[src/source/cpuConsts.svh]
`ifndef CPU_CONSTS_SVH
`define CPU_CONSTS_SVH

// Data path and address width
`define XLEN 32

// Register file geometry
`define REG_COUNT 32
`define REG_ADDR_W 5

// First fetch address out of reset
`define RESET_PC 32'h0000_3000

// Instruction word field positions
`define OPCODE_HI 31
`define OPCODE_LO 26
`define RS_HI 25
`define RS_LO 21
`define RT_HI 20
`define RT_LO 16
`define RD_HI 15
`define RD_LO 11

// Low half of I-type words
`define IMM_W 16

`endif
[src/source/pipePkg.sv]
`default_nettype none

`include "cpuConsts.svh"

package pipePkg;

	typedef enum logic [1:0] {
		ALU_ADD,
		ALU_SUB,
		ALU_OR,
		ALU_LUI
	} aluOp_e;

	// Operand source for execute, memory stage is the younger producer
	typedef enum logic [1:0] {
		FWD_NONE,
		FWD_MEM,
		FWD_WB
	} fwdSel_e;

	// All zero is a bubble
	typedef struct packed {
		logic                    regWrite;
		logic                    memRead;
		logic                    memWrite;
		logic                    isBranch;
		logic                    useImm;
		logic                    zeroExt;
		aluOp_e                  aluOp;
		logic [`REG_ADDR_W-1:0]  destReg;
		logic                    readsRs;
		logic                    readsRt;
	} ctrl_t;

	typedef struct packed {
		ctrl_t                   ctrl;
		logic [`REG_ADDR_W-1:0]  rs;
		logic [`REG_ADDR_W-1:0]  rt;
		logic [`XLEN-1:0]        rsVal;
		logic [`XLEN-1:0]        rtVal;
		logic [`XLEN-1:0]        extImm;
	} decExReg_t;

	typedef struct packed {
		ctrl_t             ctrl;
		logic [`XLEN-1:0]  aluResult;
		logic [`XLEN-1:0]  storeData;
	} exMemReg_t;

	typedef struct packed {
		ctrl_t             ctrl;
		logic [`XLEN-1:0]  wrData;
	} memWbReg_t;

	// Single-cycle data bus, no handshake
	typedef struct packed {
		logic [`XLEN-1:0]  addr;
		logic [`XLEN-1:0]  wData;
		logic              we;
	} busReq_t;

endpackage

`default_nettype wire

[src/source/isaPkg.sv]
`default_nettype none

`include "cpuConsts.svh"

package isaPkg;

	// Primary opcodes of the supported subset
	typedef enum logic [5:0] {
		OP_SPECIAL = 6'h00,
		OP_BEQ     = 6'h04,
		OP_ORI     = 6'h0d,
		OP_LUI     = 6'h0f,
		OP_LW      = 6'h23,
		OP_SW      = 6'h2b
	} opcode_e;

	// Function codes under OP_SPECIAL
	typedef enum logic [5:0] {
		FN_ADDU = 6'h21,
		FN_SUBU = 6'h23
	} funct_e;

	// Raw instruction fields, rd overlaps the top of imm16
	typedef struct packed {
		opcode_e                 opcode;
		logic [`REG_ADDR_W-1:0]  rs;
		logic [`REG_ADDR_W-1:0]  rt;
		logic [`REG_ADDR_W-1:0]  rd;
		logic [`IMM_W-1:0]       imm16;
	} instrFields_t;

endpackage

`default_nettype wire

[src/source/cpuCore.sv]
`default_nettype none

`include "cpuConsts.svh"

module cpuCore (
	input  logic              clk,
	input  logic              rst,
	output logic [`XLEN-1:0]  instrAddr,
	input  logic [`XLEN-1:0]  instr,
	output pipePkg::busReq_t  dataBus,
	input  logic [`XLEN-1:0]  rdData
);
	import isaPkg::*;
	import pipePkg::*;

	logic [`XLEN-1:0] pc;
	logic [`XLEN-1:0] nextPc;
	logic [`XLEN-1:0] branchTarget;
	logic             branchTaken;
	logic [`XLEN-1:0] instrD;
	instrFields_t     fieldsD;
	ctrl_t            ctrlD;
	logic [`XLEN-1:0] extImmD;
	logic [`XLEN-1:0] rDataA;
	logic [`XLEN-1:0] rDataB;
	logic [`XLEN-1:0] rsValD;
	logic [`XLEN-1:0] rtValD;
	logic             stall;
	logic             fwdDecRs;
	logic             fwdDecRt;
	fwdSel_e          fwdExRs;
	fwdSel_e          fwdExRt;
	decExReg_t        decEx;
	logic [`XLEN-1:0] aluResultE;
	logic [`XLEN-1:0] storeDataE;
	exMemReg_t        exMem;
	logic [`XLEN-1:0] wrDataM;
	memWbReg_t        memWb;

	// ==================================================================
	// Fetch
	// ==================================================================

	// Fetch PC is the delay slot address, i.e. branch PC + 4
	assign branchTarget = pc + (extImmD << 2);
	assign branchTaken = ctrlD.isBranch && (rsValD == rtValD);
	assign nextPc = branchTaken ? branchTarget : pc + `XLEN'd4;
	assign instrAddr = pc;

	always_ff @(posedge clk) begin
		if (rst) begin
			pc <= `RESET_PC;
			instrD <= '0;
		end else if (!stall) begin
			pc <= nextPc;
			instrD <= instr;
		end
	end

	// ==================================================================
	// Decode
	// ==================================================================

	decodeUnit decodeUnit_inst (
		.instr  (instrD),
		.fields (fieldsD),
		.ctrl   (ctrlD),
		.extImm (extImmD)
	);

	regFile regFile_inst (
		.clk    (clk),
		.rst    (rst),
		.rAddrA (fieldsD.rs),
		.rAddrB (fieldsD.rt),
		.rDataA (rDataA),
		.rDataB (rDataB),
		.wEn    (memWb.ctrl.regWrite),
		.wAddr  (memWb.ctrl.destReg),
		.wData  (memWb.wrData)
	);

	hazardUnit hazardUnit_inst (
		.decCtrl  (ctrlD),
		.decRs    (fieldsD.rs),
		.decRt    (fieldsD.rt),
		.exCtrl   (decEx.ctrl),
		.exRs     (decEx.rs),
		.exRt     (decEx.rt),
		.memCtrl  (exMem.ctrl),
		.wbCtrl   (memWb.ctrl),
		.stall    (stall),
		.fwdDecRs (fwdDecRs),
		.fwdDecRt (fwdDecRt),
		.fwdExRs  (fwdExRs),
		.fwdExRt  (fwdExRt)
	);

	// Memory stage ALU result into decode
	assign rsValD = fwdDecRs ? exMem.aluResult : rDataA;
	assign rtValD = fwdDecRt ? exMem.aluResult : rDataB;

	always_ff @(posedge clk) begin
		decEx.rs <= fieldsD.rs;
		decEx.rt <= fieldsD.rt;
		decEx.rsVal <= rsValD;
		decEx.rtVal <= rtValD;
		decEx.extImm <= extImmD;
		// Bubble into execute while decode is held
		if (rst || stall)
			decEx.ctrl <= '0;
		else
			decEx.ctrl <= ctrlD;
	end

	// ==================================================================
	// Execute
	// ==================================================================

	executeUnit executeUnit_inst (
		.exReg     (decEx),
		.fwdRs     (fwdExRs),
		.fwdRt     (fwdExRt),
		.memResult (exMem.aluResult),
		.wbResult  (memWb.wrData),
		.aluResult (aluResultE),
		.storeData (storeDataE)
	);

	always_ff @(posedge clk) begin
		exMem.aluResult <= aluResultE;
		exMem.storeData <= storeDataE;
		if (rst)
			exMem.ctrl <= '0;
		else
			exMem.ctrl <= decEx.ctrl;
	end

	// ==================================================================
	// Memory and writeback
	// ==================================================================

	assign dataBus.addr = exMem.aluResult;
	assign dataBus.wData = exMem.storeData;
	assign dataBus.we = exMem.ctrl.memWrite;

	assign wrDataM = exMem.ctrl.memRead ? rdData : exMem.aluResult;

	always_ff @(posedge clk) begin
		memWb.wrData <= wrDataM;
		if (rst)
			memWb.ctrl <= '0;
		else
			memWb.ctrl <= exMem.ctrl;
	end

endmodule

`default_nettype wire

[src/source/executeUnit.sv]
`default_nettype none

`include "cpuConsts.svh"

module executeUnit (
	input  pipePkg::decExReg_t exReg,
	input  pipePkg::fwdSel_e   fwdRs,
	input  pipePkg::fwdSel_e   fwdRt,
	input  logic [`XLEN-1:0]   memResult,
	input  logic [`XLEN-1:0]   wbResult,
	output logic [`XLEN-1:0]   aluResult,
	output logic [`XLEN-1:0]   storeData
);
	import pipePkg::*;

	logic [`XLEN-1:0] opA;
	logic [`XLEN-1:0] rtVal;
	logic [`XLEN-1:0] opB;

	function automatic logic [`XLEN-1:0] applyFwd(fwdSel_e sel, logic [`XLEN-1:0] regVal,
			logic [`XLEN-1:0] memVal, logic [`XLEN-1:0] wbVal);
		case (sel)
			FWD_MEM: return memVal;
			FWD_WB:  return wbVal;
			default: return regVal;
		endcase
	endfunction

	assign opA = applyFwd(fwdRs, exReg.rsVal, memResult, wbResult);
	assign rtVal = applyFwd(fwdRt, exReg.rtVal, memResult, wbResult);
	assign opB = exReg.ctrl.useImm ? exReg.extImm : rtVal;

	// Store data is rt after forwarding
	assign storeData = rtVal;

	always_comb begin
		case (exReg.ctrl.aluOp)
			ALU_ADD: aluResult = opA + opB;
			ALU_SUB: aluResult = opA - opB;
			ALU_OR:  aluResult = opA | opB;
			ALU_LUI: aluResult = opB << `IMM_W;
			default: aluResult = opA + opB;
		endcase
	end

endmodule

`default_nettype wire

[src/source/hazardUnit.sv]
`default_nettype none

`include "cpuConsts.svh"

module hazardUnit (
	input  pipePkg::ctrl_t         decCtrl,
	input  logic [`REG_ADDR_W-1:0] decRs,
	input  logic [`REG_ADDR_W-1:0] decRt,
	input  pipePkg::ctrl_t         exCtrl,
	input  logic [`REG_ADDR_W-1:0] exRs,
	input  logic [`REG_ADDR_W-1:0] exRt,
	input  pipePkg::ctrl_t         memCtrl,
	input  pipePkg::ctrl_t         wbCtrl,
	output logic                   stall,
	output logic                   fwdDecRs,
	output logic                   fwdDecRt,
	output pipePkg::fwdSel_e       fwdExRs,
	output pipePkg::fwdSel_e       fwdExRt
);
	import pipePkg::*;

	logic decNeedsEx;
	logic decNeedsMem;

	// True when prod writes regNum, register 0 excluded
	function automatic logic writes(ctrl_t prod, logic [`REG_ADDR_W-1:0] regNum);
		return prod.regWrite && (prod.destReg != '0) && (prod.destReg == regNum);
	endfunction

	// Youngest producer wins
	function automatic fwdSel_e pickFwd(logic reads, logic [`REG_ADDR_W-1:0] regNum,
			ctrl_t memProd, ctrl_t wbProd);
		fwdSel_e sel;
		sel = FWD_NONE;
		if (reads && writes(memProd, regNum))
			sel = FWD_MEM;
		else if (reads && writes(wbProd, regNum))
			sel = FWD_WB;
		return sel;
	endfunction

	// ==================================================================
	// Stall detection
	// ==================================================================

	assign decNeedsEx = (decCtrl.readsRs && writes(exCtrl, decRs)) ||
		(decCtrl.readsRt && writes(exCtrl, decRt));
	assign decNeedsMem = (decCtrl.readsRs && writes(memCtrl, decRs)) ||
		(decCtrl.readsRt && writes(memCtrl, decRt));

	// Branch on an execute result, load-use, branch on a load in memory
	assign stall = (decNeedsEx && decCtrl.isBranch) ||
		(decNeedsEx && exCtrl.memRead) ||
		(decNeedsMem && decCtrl.isBranch && memCtrl.memRead);

	// ==================================================================
	// Forward selects
	// ==================================================================

	// Load data is not ready in memory stage for decode
	assign fwdDecRs = writes(memCtrl, decRs) && !memCtrl.memRead;
	assign fwdDecRt = writes(memCtrl, decRt) && !memCtrl.memRead;

	assign fwdExRs = pickFwd(exCtrl.readsRs, exRs, memCtrl, wbCtrl);
	assign fwdExRt = pickFwd(exCtrl.readsRt, exRt, memCtrl, wbCtrl);

endmodule

`default_nettype wire

[src/source/regFile.sv]
`default_nettype none

`include "cpuConsts.svh"

module regFile (
	input  logic                   clk,
	input  logic                   rst,
	input  logic [`REG_ADDR_W-1:0] rAddrA,
	input  logic [`REG_ADDR_W-1:0] rAddrB,
	output logic [`XLEN-1:0]       rDataA,
	output logic [`XLEN-1:0]       rDataB,
	input  logic                   wEn,
	input  logic [`REG_ADDR_W-1:0] wAddr,
	input  logic [`XLEN-1:0]       wData
);

	logic [`XLEN-1:0] regs [`REG_COUNT];
	logic             wValid;

	// Register 0 never takes a write
	assign wValid = wEn && (wAddr != '0);

	always_ff @(posedge clk) begin
		if (rst) begin
			for (int i = 0; i < `REG_COUNT; i++)
				regs[i] <= '0;
		end else if (wValid) begin
			regs[wAddr] <= wData;
		end
	end

	// Write-through gives decode the writeback result in the same cycle
	assign rDataA = (wValid && wAddr == rAddrA) ? wData : regs[rAddrA];
	assign rDataB = (wValid && wAddr == rAddrB) ? wData : regs[rAddrB];

endmodule

`default_nettype wire

[src/source/decodeUnit.sv]
`default_nettype none

`include "cpuConsts.svh"

module decodeUnit (
	input  logic [`XLEN-1:0]     instr,
	output isaPkg::instrFields_t fields,
	output pipePkg::ctrl_t       ctrl,
	output logic [`XLEN-1:0]     extImm
);
	import isaPkg::*;
	import pipePkg::*;

	funct_e funct;

	always_comb begin
		fields.opcode = opcode_e'(instr[`OPCODE_HI:`OPCODE_LO]);
		fields.rs = instr[`RS_HI:`RS_LO];
		fields.rt = instr[`RT_HI:`RT_LO];
		fields.rd = instr[`RD_HI:`RD_LO];
		fields.imm16 = instr[`IMM_W-1:0];
		funct = funct_e'(fields.imm16[5:0]);

		// Default is a bubble, anything unknown stays that way
		ctrl = '0;
		case (fields.opcode)
			OP_SPECIAL: begin
				if (funct == FN_ADDU || funct == FN_SUBU) begin
					ctrl.regWrite = 1'b1;
					ctrl.readsRs = 1'b1;
					ctrl.readsRt = 1'b1;
					ctrl.aluOp = (funct == FN_SUBU) ? ALU_SUB : ALU_ADD;
					ctrl.destReg = fields.rd;
				end
			end
			OP_ORI: begin
				ctrl.regWrite = 1'b1;
				ctrl.useImm = 1'b1;
				ctrl.zeroExt = 1'b1;
				ctrl.readsRs = 1'b1;
				ctrl.aluOp = ALU_OR;
				ctrl.destReg = fields.rt;
			end
			OP_LUI: begin
				ctrl.regWrite = 1'b1;
				ctrl.useImm = 1'b1;
				ctrl.zeroExt = 1'b1;
				ctrl.aluOp = ALU_LUI;
				ctrl.destReg = fields.rt;
			end
			OP_LW: begin
				ctrl.regWrite = 1'b1;
				ctrl.memRead = 1'b1;
				ctrl.useImm = 1'b1;
				ctrl.readsRs = 1'b1;
				ctrl.destReg = fields.rt;
			end
			// Stores and branches keep destReg at zero
			OP_SW: begin
				ctrl.memWrite = 1'b1;
				ctrl.useImm = 1'b1;
				ctrl.readsRs = 1'b1;
				ctrl.readsRt = 1'b1;
			end
			OP_BEQ: begin
				ctrl.isBranch = 1'b1;
				ctrl.readsRs = 1'b1;
				ctrl.readsRt = 1'b1;
			end
			default: ;
		endcase

		if (ctrl.zeroExt)
			extImm = {{(`XLEN-`IMM_W){1'b0}}, fields.imm16};
		else
			extImm = {{(`XLEN-`IMM_W){fields.imm16[`IMM_W-1]}}, fields.imm16};
	end

endmodule

`default_nettype wire

[config.mk]
export PLATFORM = sky130hd
export DESIGN_NAME = cpuCore
export DESIGN_NICKNAME = d
export VERILOG_FILES = /design/src/source/pipePkg.sv /design/src/source/isaPkg.sv /design/src/source/cpuCore.sv /design/src/source/executeUnit.sv /design/src/source/hazardUnit.sv /design/src/source/regFile.sv /design/src/source/decodeUnit.sv
export VERILOG_INCLUDE_DIRS = /design/src /design/src/source
export SDC_FILE = /design/constraint.sdc
export NUM_CORES = 2
export LEC_CHECK = 0
export BUFFER_PORTS_ARGS = -buffer_cell sky130_fd_sc_hd__buf_2
export CAP_MARGIN = 20
export CORE_ASPECT_RATIO = 0.6
export CORE_MARGIN = 3
export CORE_UTILIZATION = 40
export CTS_CLUSTER_DIAMETER = 50
export CTS_CLUSTER_SIZE = 30
export DETAILED_ROUTE_END_ITERATION = 10
export GPL_ROUTABILITY_DRIVEN = 0
export SLEW_MARGIN = 15
export SYNTH_ARGS = -nofsm -noshare
export SYNTH_HDL_FRONTEND = slang
export SYNTH_SLANG_ARGS = --single-unit
[constraint.sdc]
create_clock -name clk -period 13.4 [get_ports clk]
set_input_delay 2.68 -clock clk [delete_from_list [all_inputs] [get_ports clk]]
set_output_delay 2.68 -clock clk [all_outputs]
set_load 0.01 [all_outputs]
; Word level (Yosys, flattened, before mapping)
; Memory sizes are Yosys's and may differ from the RTL's. A register that Yosys moved wholly into a read port is not among the register bits.
; Cells that the tools add are included.
[classes]
n_reduce_logical = 46
n_eq_ne = 25
mux = 40
addsub = 4
bitwise_logic = 1
[ops]
columns = operator, count
row1 = $mux W32, 8
row2 = $pmux W32 S2, 2
row3 = $pmux W32 S4, 1
row4 = $add A32 B32 Y32, 2
row5 = $eq A5 B5 Y1, 10
row6 = $add A32 B3 Y32 const B, 1
row7 = $eq A32 B32 Y1, 1
row8 = $or A32 B32 Y32, 1
row9 = $reduce_or A32 Y1, 1
row10 = $sub A32 B32 Y32, 1
row11 = $mux W30, 1
row12 = $logic_and A1 B1 Y1, 28
row13 = $mux W5, 5
row14 = $eq A6 B6 Y1 const B, 4
row15 = $reduce_bool A5 Y1, 3
row16 = $mux W1, 13
row17 = $eq A6 B4 Y1 const B, 2
row18 = $pmux W5 S2, 1
row19 = $eq A2 B2 Y1 const B, 4
row20 = $mux W2, 4
row21 = $mux W8, 1
row22 = $reduce_or A4 Y1, 2
row23 = $eq A2 B1 Y1 const B, 3
row24 = $eq A6 B3 Y1 const B, 1
row25 = other kinds (8), 16
[word_totals]
inputBits = 66
output_inout_bits = 97
word_cells = 142
mem_bits_rw = 1024
memories = 1
regBits = 292
[memory_table]
columns = memory, depth, width, rd, rd_clocked_by_memory_dff, write_ports, line
row1 = regFile_inst.regs, 32, 32, 2, 2, 32, regFile.sv:17  ; logic [`XLEN-1:0] regs [`REG_COUNT];

; Logic depth before layout (Yosys ltp)
[logic_depth]
depth_word = 11
ltp_mapped = 31
mapped_depth_nobuf = 24

; By module
; A second synthesis with hierarchy kept.
[unflattened]
cells_unflattened = 5470
area_unflattened_um2 = 72046.6
[modules_own_cells]
columns = mod, n_inst, area_each_um2, cells_each, seq_area_each_um2
row1 = regFile, 1, 54461.0, 3494, 30749.5
row2 = cpuCore, 1, 11234.5, 1002, 6185.9
row3 = executeUnit, 1, 5029.8, 797, 0.0
row4 = decodeUnit, 1, 739.5, 98, 0.0
row5 = hazardUnit, 1, 581.8, 79, 0.0

; Worst setup path before layout
; Ideal clock, no wire load.
[synth_timing]
path_kind = register to register
startpoint = register memWb[36] (netlist bit)
endpoint = register exMem, in the netlist dataBus[63]
setup_time_ns = 0.129
t_arrival_ns = 6.294
period_less_slack_ns = 6.423
path_slack_ns = 6.977
path_stages_with_launch = 28
required_ns = 13.271
path_cell_list = dfxtp_1 > buf_2 > xnor2_1 > nand4_1 > nor3_2 > clkbuf_1 > buf_2 > mux2i_1 > o21ai_0 > mux2i_1 > ha_1 > inv_1 > nor4_1 > nand3_1 > nor3_1 > nor2_1 > xnor2_1 > ha_1 > a21o_1 > a21oi_1 > o21ai_0 > a21o_1 > a221oi_1 > o211ai_1 > or4_1 > a31oi_1 > xor2_1 > o21ai_0
[synth_via]
elab_chain_cells = 11
elab_cells_between_ends = 23
[synth_lines]
columns = element, line
row1 = "start, declared", cpuCore.sv:38  ; memWbReg_t memWb;
row2 = $reduce_bool A5 Y1, hazardUnit.sv:27  ; return prod.regWrite && (prod.destReg != '0) && (prod.destReg == regNum);
row3 = $logic_and A1 B1 Y1, hazardUnit.sv:27
row4 = $logic_and A1 B1 Y1 (*), hazardUnit.sv:27
row5 = $logic_and A1 B1 Y1 (*), hazardUnit.sv:37  ; else if (reads && writes(wbProd, regNum))
row6 = $mux W2 (*), hazardUnit.sv:37
row7 = $mux W2 (*), hazardUnit.sv:35  ; if (reads && writes(memProd, regNum))
row8 = $eq A2 B2 Y1 / $eq A2 B1 Y1 (equally long branches), executeUnit.sv:22  ; case (sel)
row9 = $pmux W32 S2 (*), executeUnit.sv:22
row10 = net executeUnit_inst.storeData[0], executeUnit.sv:12  ; output logic [`XLEN-1:0] storeData
row11 = $mux W32 (*), executeUnit.sv:31  ; assign opB = exReg.ctrl.useImm ? exReg.extImm : rtVal;
row12 = $sub A32 B32 Y32 / $add A32 B32 Y32 (equally long branches), "executeUnit.sv:39, executeUnit.sv:38"
row13 = $pmux W32 S4 (*), executeUnit.sv:37  ; case (exReg.ctrl.aluOp)
row14 = net aluResultE[30], cpuCore.sv:34  ; logic [`XLEN-1:0] aluResultE;
row15 = "end, declared", cpuCore.sv:36  ; exMemReg_t exMem;
; Mark *: on every way through the listed nets, which the timed path passes. The rest lies on a longest branch.
; A chain may end at the register's enable or synchronous reset.

==> metrics.txt <==
Die Height 332 µm; drt total wl 283000 µm; Clock Path Buffers 3; post-layout min period 9.25 ns; area grow syn2layout 9.95%; number of synthesized flops with an enable pin 1024; max_cap viols 0; Critical Path RT 14.07 ns; reg2reg path depth 26; DR vias 51100; global route overflow 0; Detail Route Antenna Nets 0; DIE AREA 182000 µm²; worst skew pair latency 0.79 ns; Post-CTS Resized 0; CP Max Fanout 55; DRT Pass-1 Iters 10; Reg2Reg Capture Point instrAddr[30]; Comb power frac 0.215; skew final 0.0463 ns; Nets 5489; post-CTS setup buffer count 0; cell count after synthesis 5439; status completed; Yosys reg bits 1311; Design Power 10800 µW; setup ws final 4.15 ns; Rows 118; leak pwr 0.0279 µW; core area 174000 µm²; CTS Sinks 1311; worst slew pin tran 1.32 ns; worst hold start instrD[9]; Worst Setup End Kind register; Die Span X 549 µm; CTS tree built; Hold Buf Count CTS 0; Port Buf Inserts 160; DRC viols 0; global-route wire length before repair 389000 µm; commonest non-fill, non-tap cell in the layout edfxtp_1; sw frac 0.355; total track usage 0.302; cts bufs inserted 106; vias in the first global route 47900; Cell Count Post-Placement 7587; part of the power in registers 0.461; post-route clock period utilization 0.690; minimum setup slack among reg-to-reg paths 4.15 ns; unrepaired setup endpoints after global routing no; Final setup viols 0; Iter 0 DRT Violations 10600; Switch Pwr 3840 µW; DPL Wire Length 179000 µm; H-tree lvl count 3; Clock transition at path regs 0.09 ns; Non-Filler Instances 7810; Yosys Warn Count 0; Root Buffer clkbuf_16; pre-CTS setup slack 4.49 ns; fin util 0.447; WL per Instance 36.2 µm; final hold viol count 0; setup_tns 0 ns; Slew headroom 0.0947; Starting Density 0.406; Crit Path Class register to register; peak supply drop 0.113 mV; Synth Flop Type edfxtp_1; vias per inst 6.55; clock share of power 0.324; fraction of layout cells with a size suffix above 1 0.219; post-synthesis async set-or-reset flop share 0; Crit path arrival time 9.92 ns; Max Freq 108 MHz; fin. max-slew vios 0; antenna violations before repair 41; Internal 6970 µW; CP Launch Type register; worst hold stages 0; count of cell types in the netlist 89; register area share after synthesis 0.515; synthesized area 70800 µm²; largest net degree at the start of global routing 109; HP Class register to register; Avg Cell Area, Syn 13.0 µm²; Hold Path Sink decEx[9]; io pins 163; commonest cells after routing, fill and taps aside 1024 x edfxtp_1, 993 x and2_1, 486 x mux4_2; Cell Pwr Density 139 nW/µm²
[per-layer routing]
layer,up-vias,part of all wire,track usage
met5,-,0.0029,0.0178
met1,25700,0.39,0.425
met3,746,0.18,0.153
met2,4522,0.39,0.397
met4,20,0.042,0.101
li1,20200,-,-
[through the flow]
stage	area [µm²]	hold slack (ns)
3_3_place_gp	73900	0.368
2_1_floorplan	70900	0.329
4_1_cts	77800	0.379
5_1_grt	77800	0.393
6_report	77800	0.376
3_5_place_dp	73900	0.372
[state kept, by name, summed over array words and instances, names as in the netlist, named ones only]
| name | flops |
|---|---|
| dataBus | 65 |
| decEx | 105 |
| exMem | 7 |
| instrAddr | 30 |
| instrD | 32 |
| memWb | 38 |
| regFile_inst.regs | 1024 |
[critical path, stage by stage (launching register included)]
cell	delay, ns
dfxtp_4	0.82
buf_4	0.86
mux4_2	0.42
a22o_1	0.24
a221oi_1	0.39
a31oi_1	0.15
o21bai_1	0.76
o22ai_1	0.24
a2111oi_0	0.50
or4b_1	0.68
nor4_4	0.38
buf_4	0.29
nand2b_1	0.08
ha_1	0.21
fa_1	0.44
a21o_1	0.18
a21o_1	0.20
a21oi_1	0.19
o21ai_0	0.13
a21oi_1	0.25
o21bai_1	0.13
a41o_1	0.34
a211oi_1	0.27
nor2_1	0.09
o41ai_1	0.35
nor4_1	0.09
a311o_1	0.35
[power groups by stage]
| stage | clock network (µW) | registers (µW) | logic [µW] |
|---|---|---|---|
| after floorplan | 0 | 4890 | 1270 |
| after global placement | 0 | 5030 | 2170 |
| after detailed placement | 0 | 5040 | 2190 |
| after CTS | 3520 | 4950 | 2200 |
| after global routing | 3670 | 4990 | 2360 |
| final | 3500 | 4980 | 2320 |
[cell families after synthesis]
| logic type | Yosys count | synth area share |
|---|---|---|
| compound gates | 666 | 0.0623 |
| fa+ha+maj | 65 | 0.0117 |
| mux | 848 | 0.207 |
| other cells | 1 | 0.0000530 |
| xor+xnor | 162 | 0.0200 |
| flops | 1311 | 0.515 |
| simple gates | 1760 | 0.142 |
| buf+inv | 626 | 0.0423 |
[worst max path at each step]
stage | start | end | slack (ns)
after detailed placement | register | instrAddr[30] | 4.49
after global routing | register | instrAddr[24] | 3.75
after CTS | register | instrAddr[30] | 4.44
after global placement | register | instrAddr[30] | 4.29
final | register | instrAddr[30] | 4.15
after floorplan | memWb[36] | dataBus[63] | 6.98
[synth_stat cells, types with 82 or more instances]
| cell | count | share of area |
|---|---|---|
| a21oi_1 | 122 | 0.0086 |
| xnor2_1 | 107 | 0.013 |
| dfxtp_1 | 287 | 0.081 |
| nor3_1 | 82 | 0.0058 |
| and2_1 | 993 | 0.088 |
| nor2_1 | 229 | 0.012 |
| edfxtp_1 | 1024 | 0.43 |
| buf_4 | 113 | 0.012 |
| clkbuf_1 | 313 | 0.017 |
| nand2_1 | 172 | 0.0091 |
| mux2i_1 | 321 | 0.045 |
| o21ai_0 | 165 | 0.012 |
| mux4_2 | 486 | 0.15 |
| buf_2 | 90 | 0.0064 |
[layout make-up]
class / count / area [µm²]
timing repair buffer: 342 / 2250
tap: 2340 / 2930
antenna: 19 / 47.5
clock inverter: 88 / 1100
sequential: 1311 / 36500
fill: 15700 / 96400
clock buffer: 113 / 2720
inverter: 62 / 236
multi-input combinational: 3535 / 32000
Power figures use the tool's default switching activity.
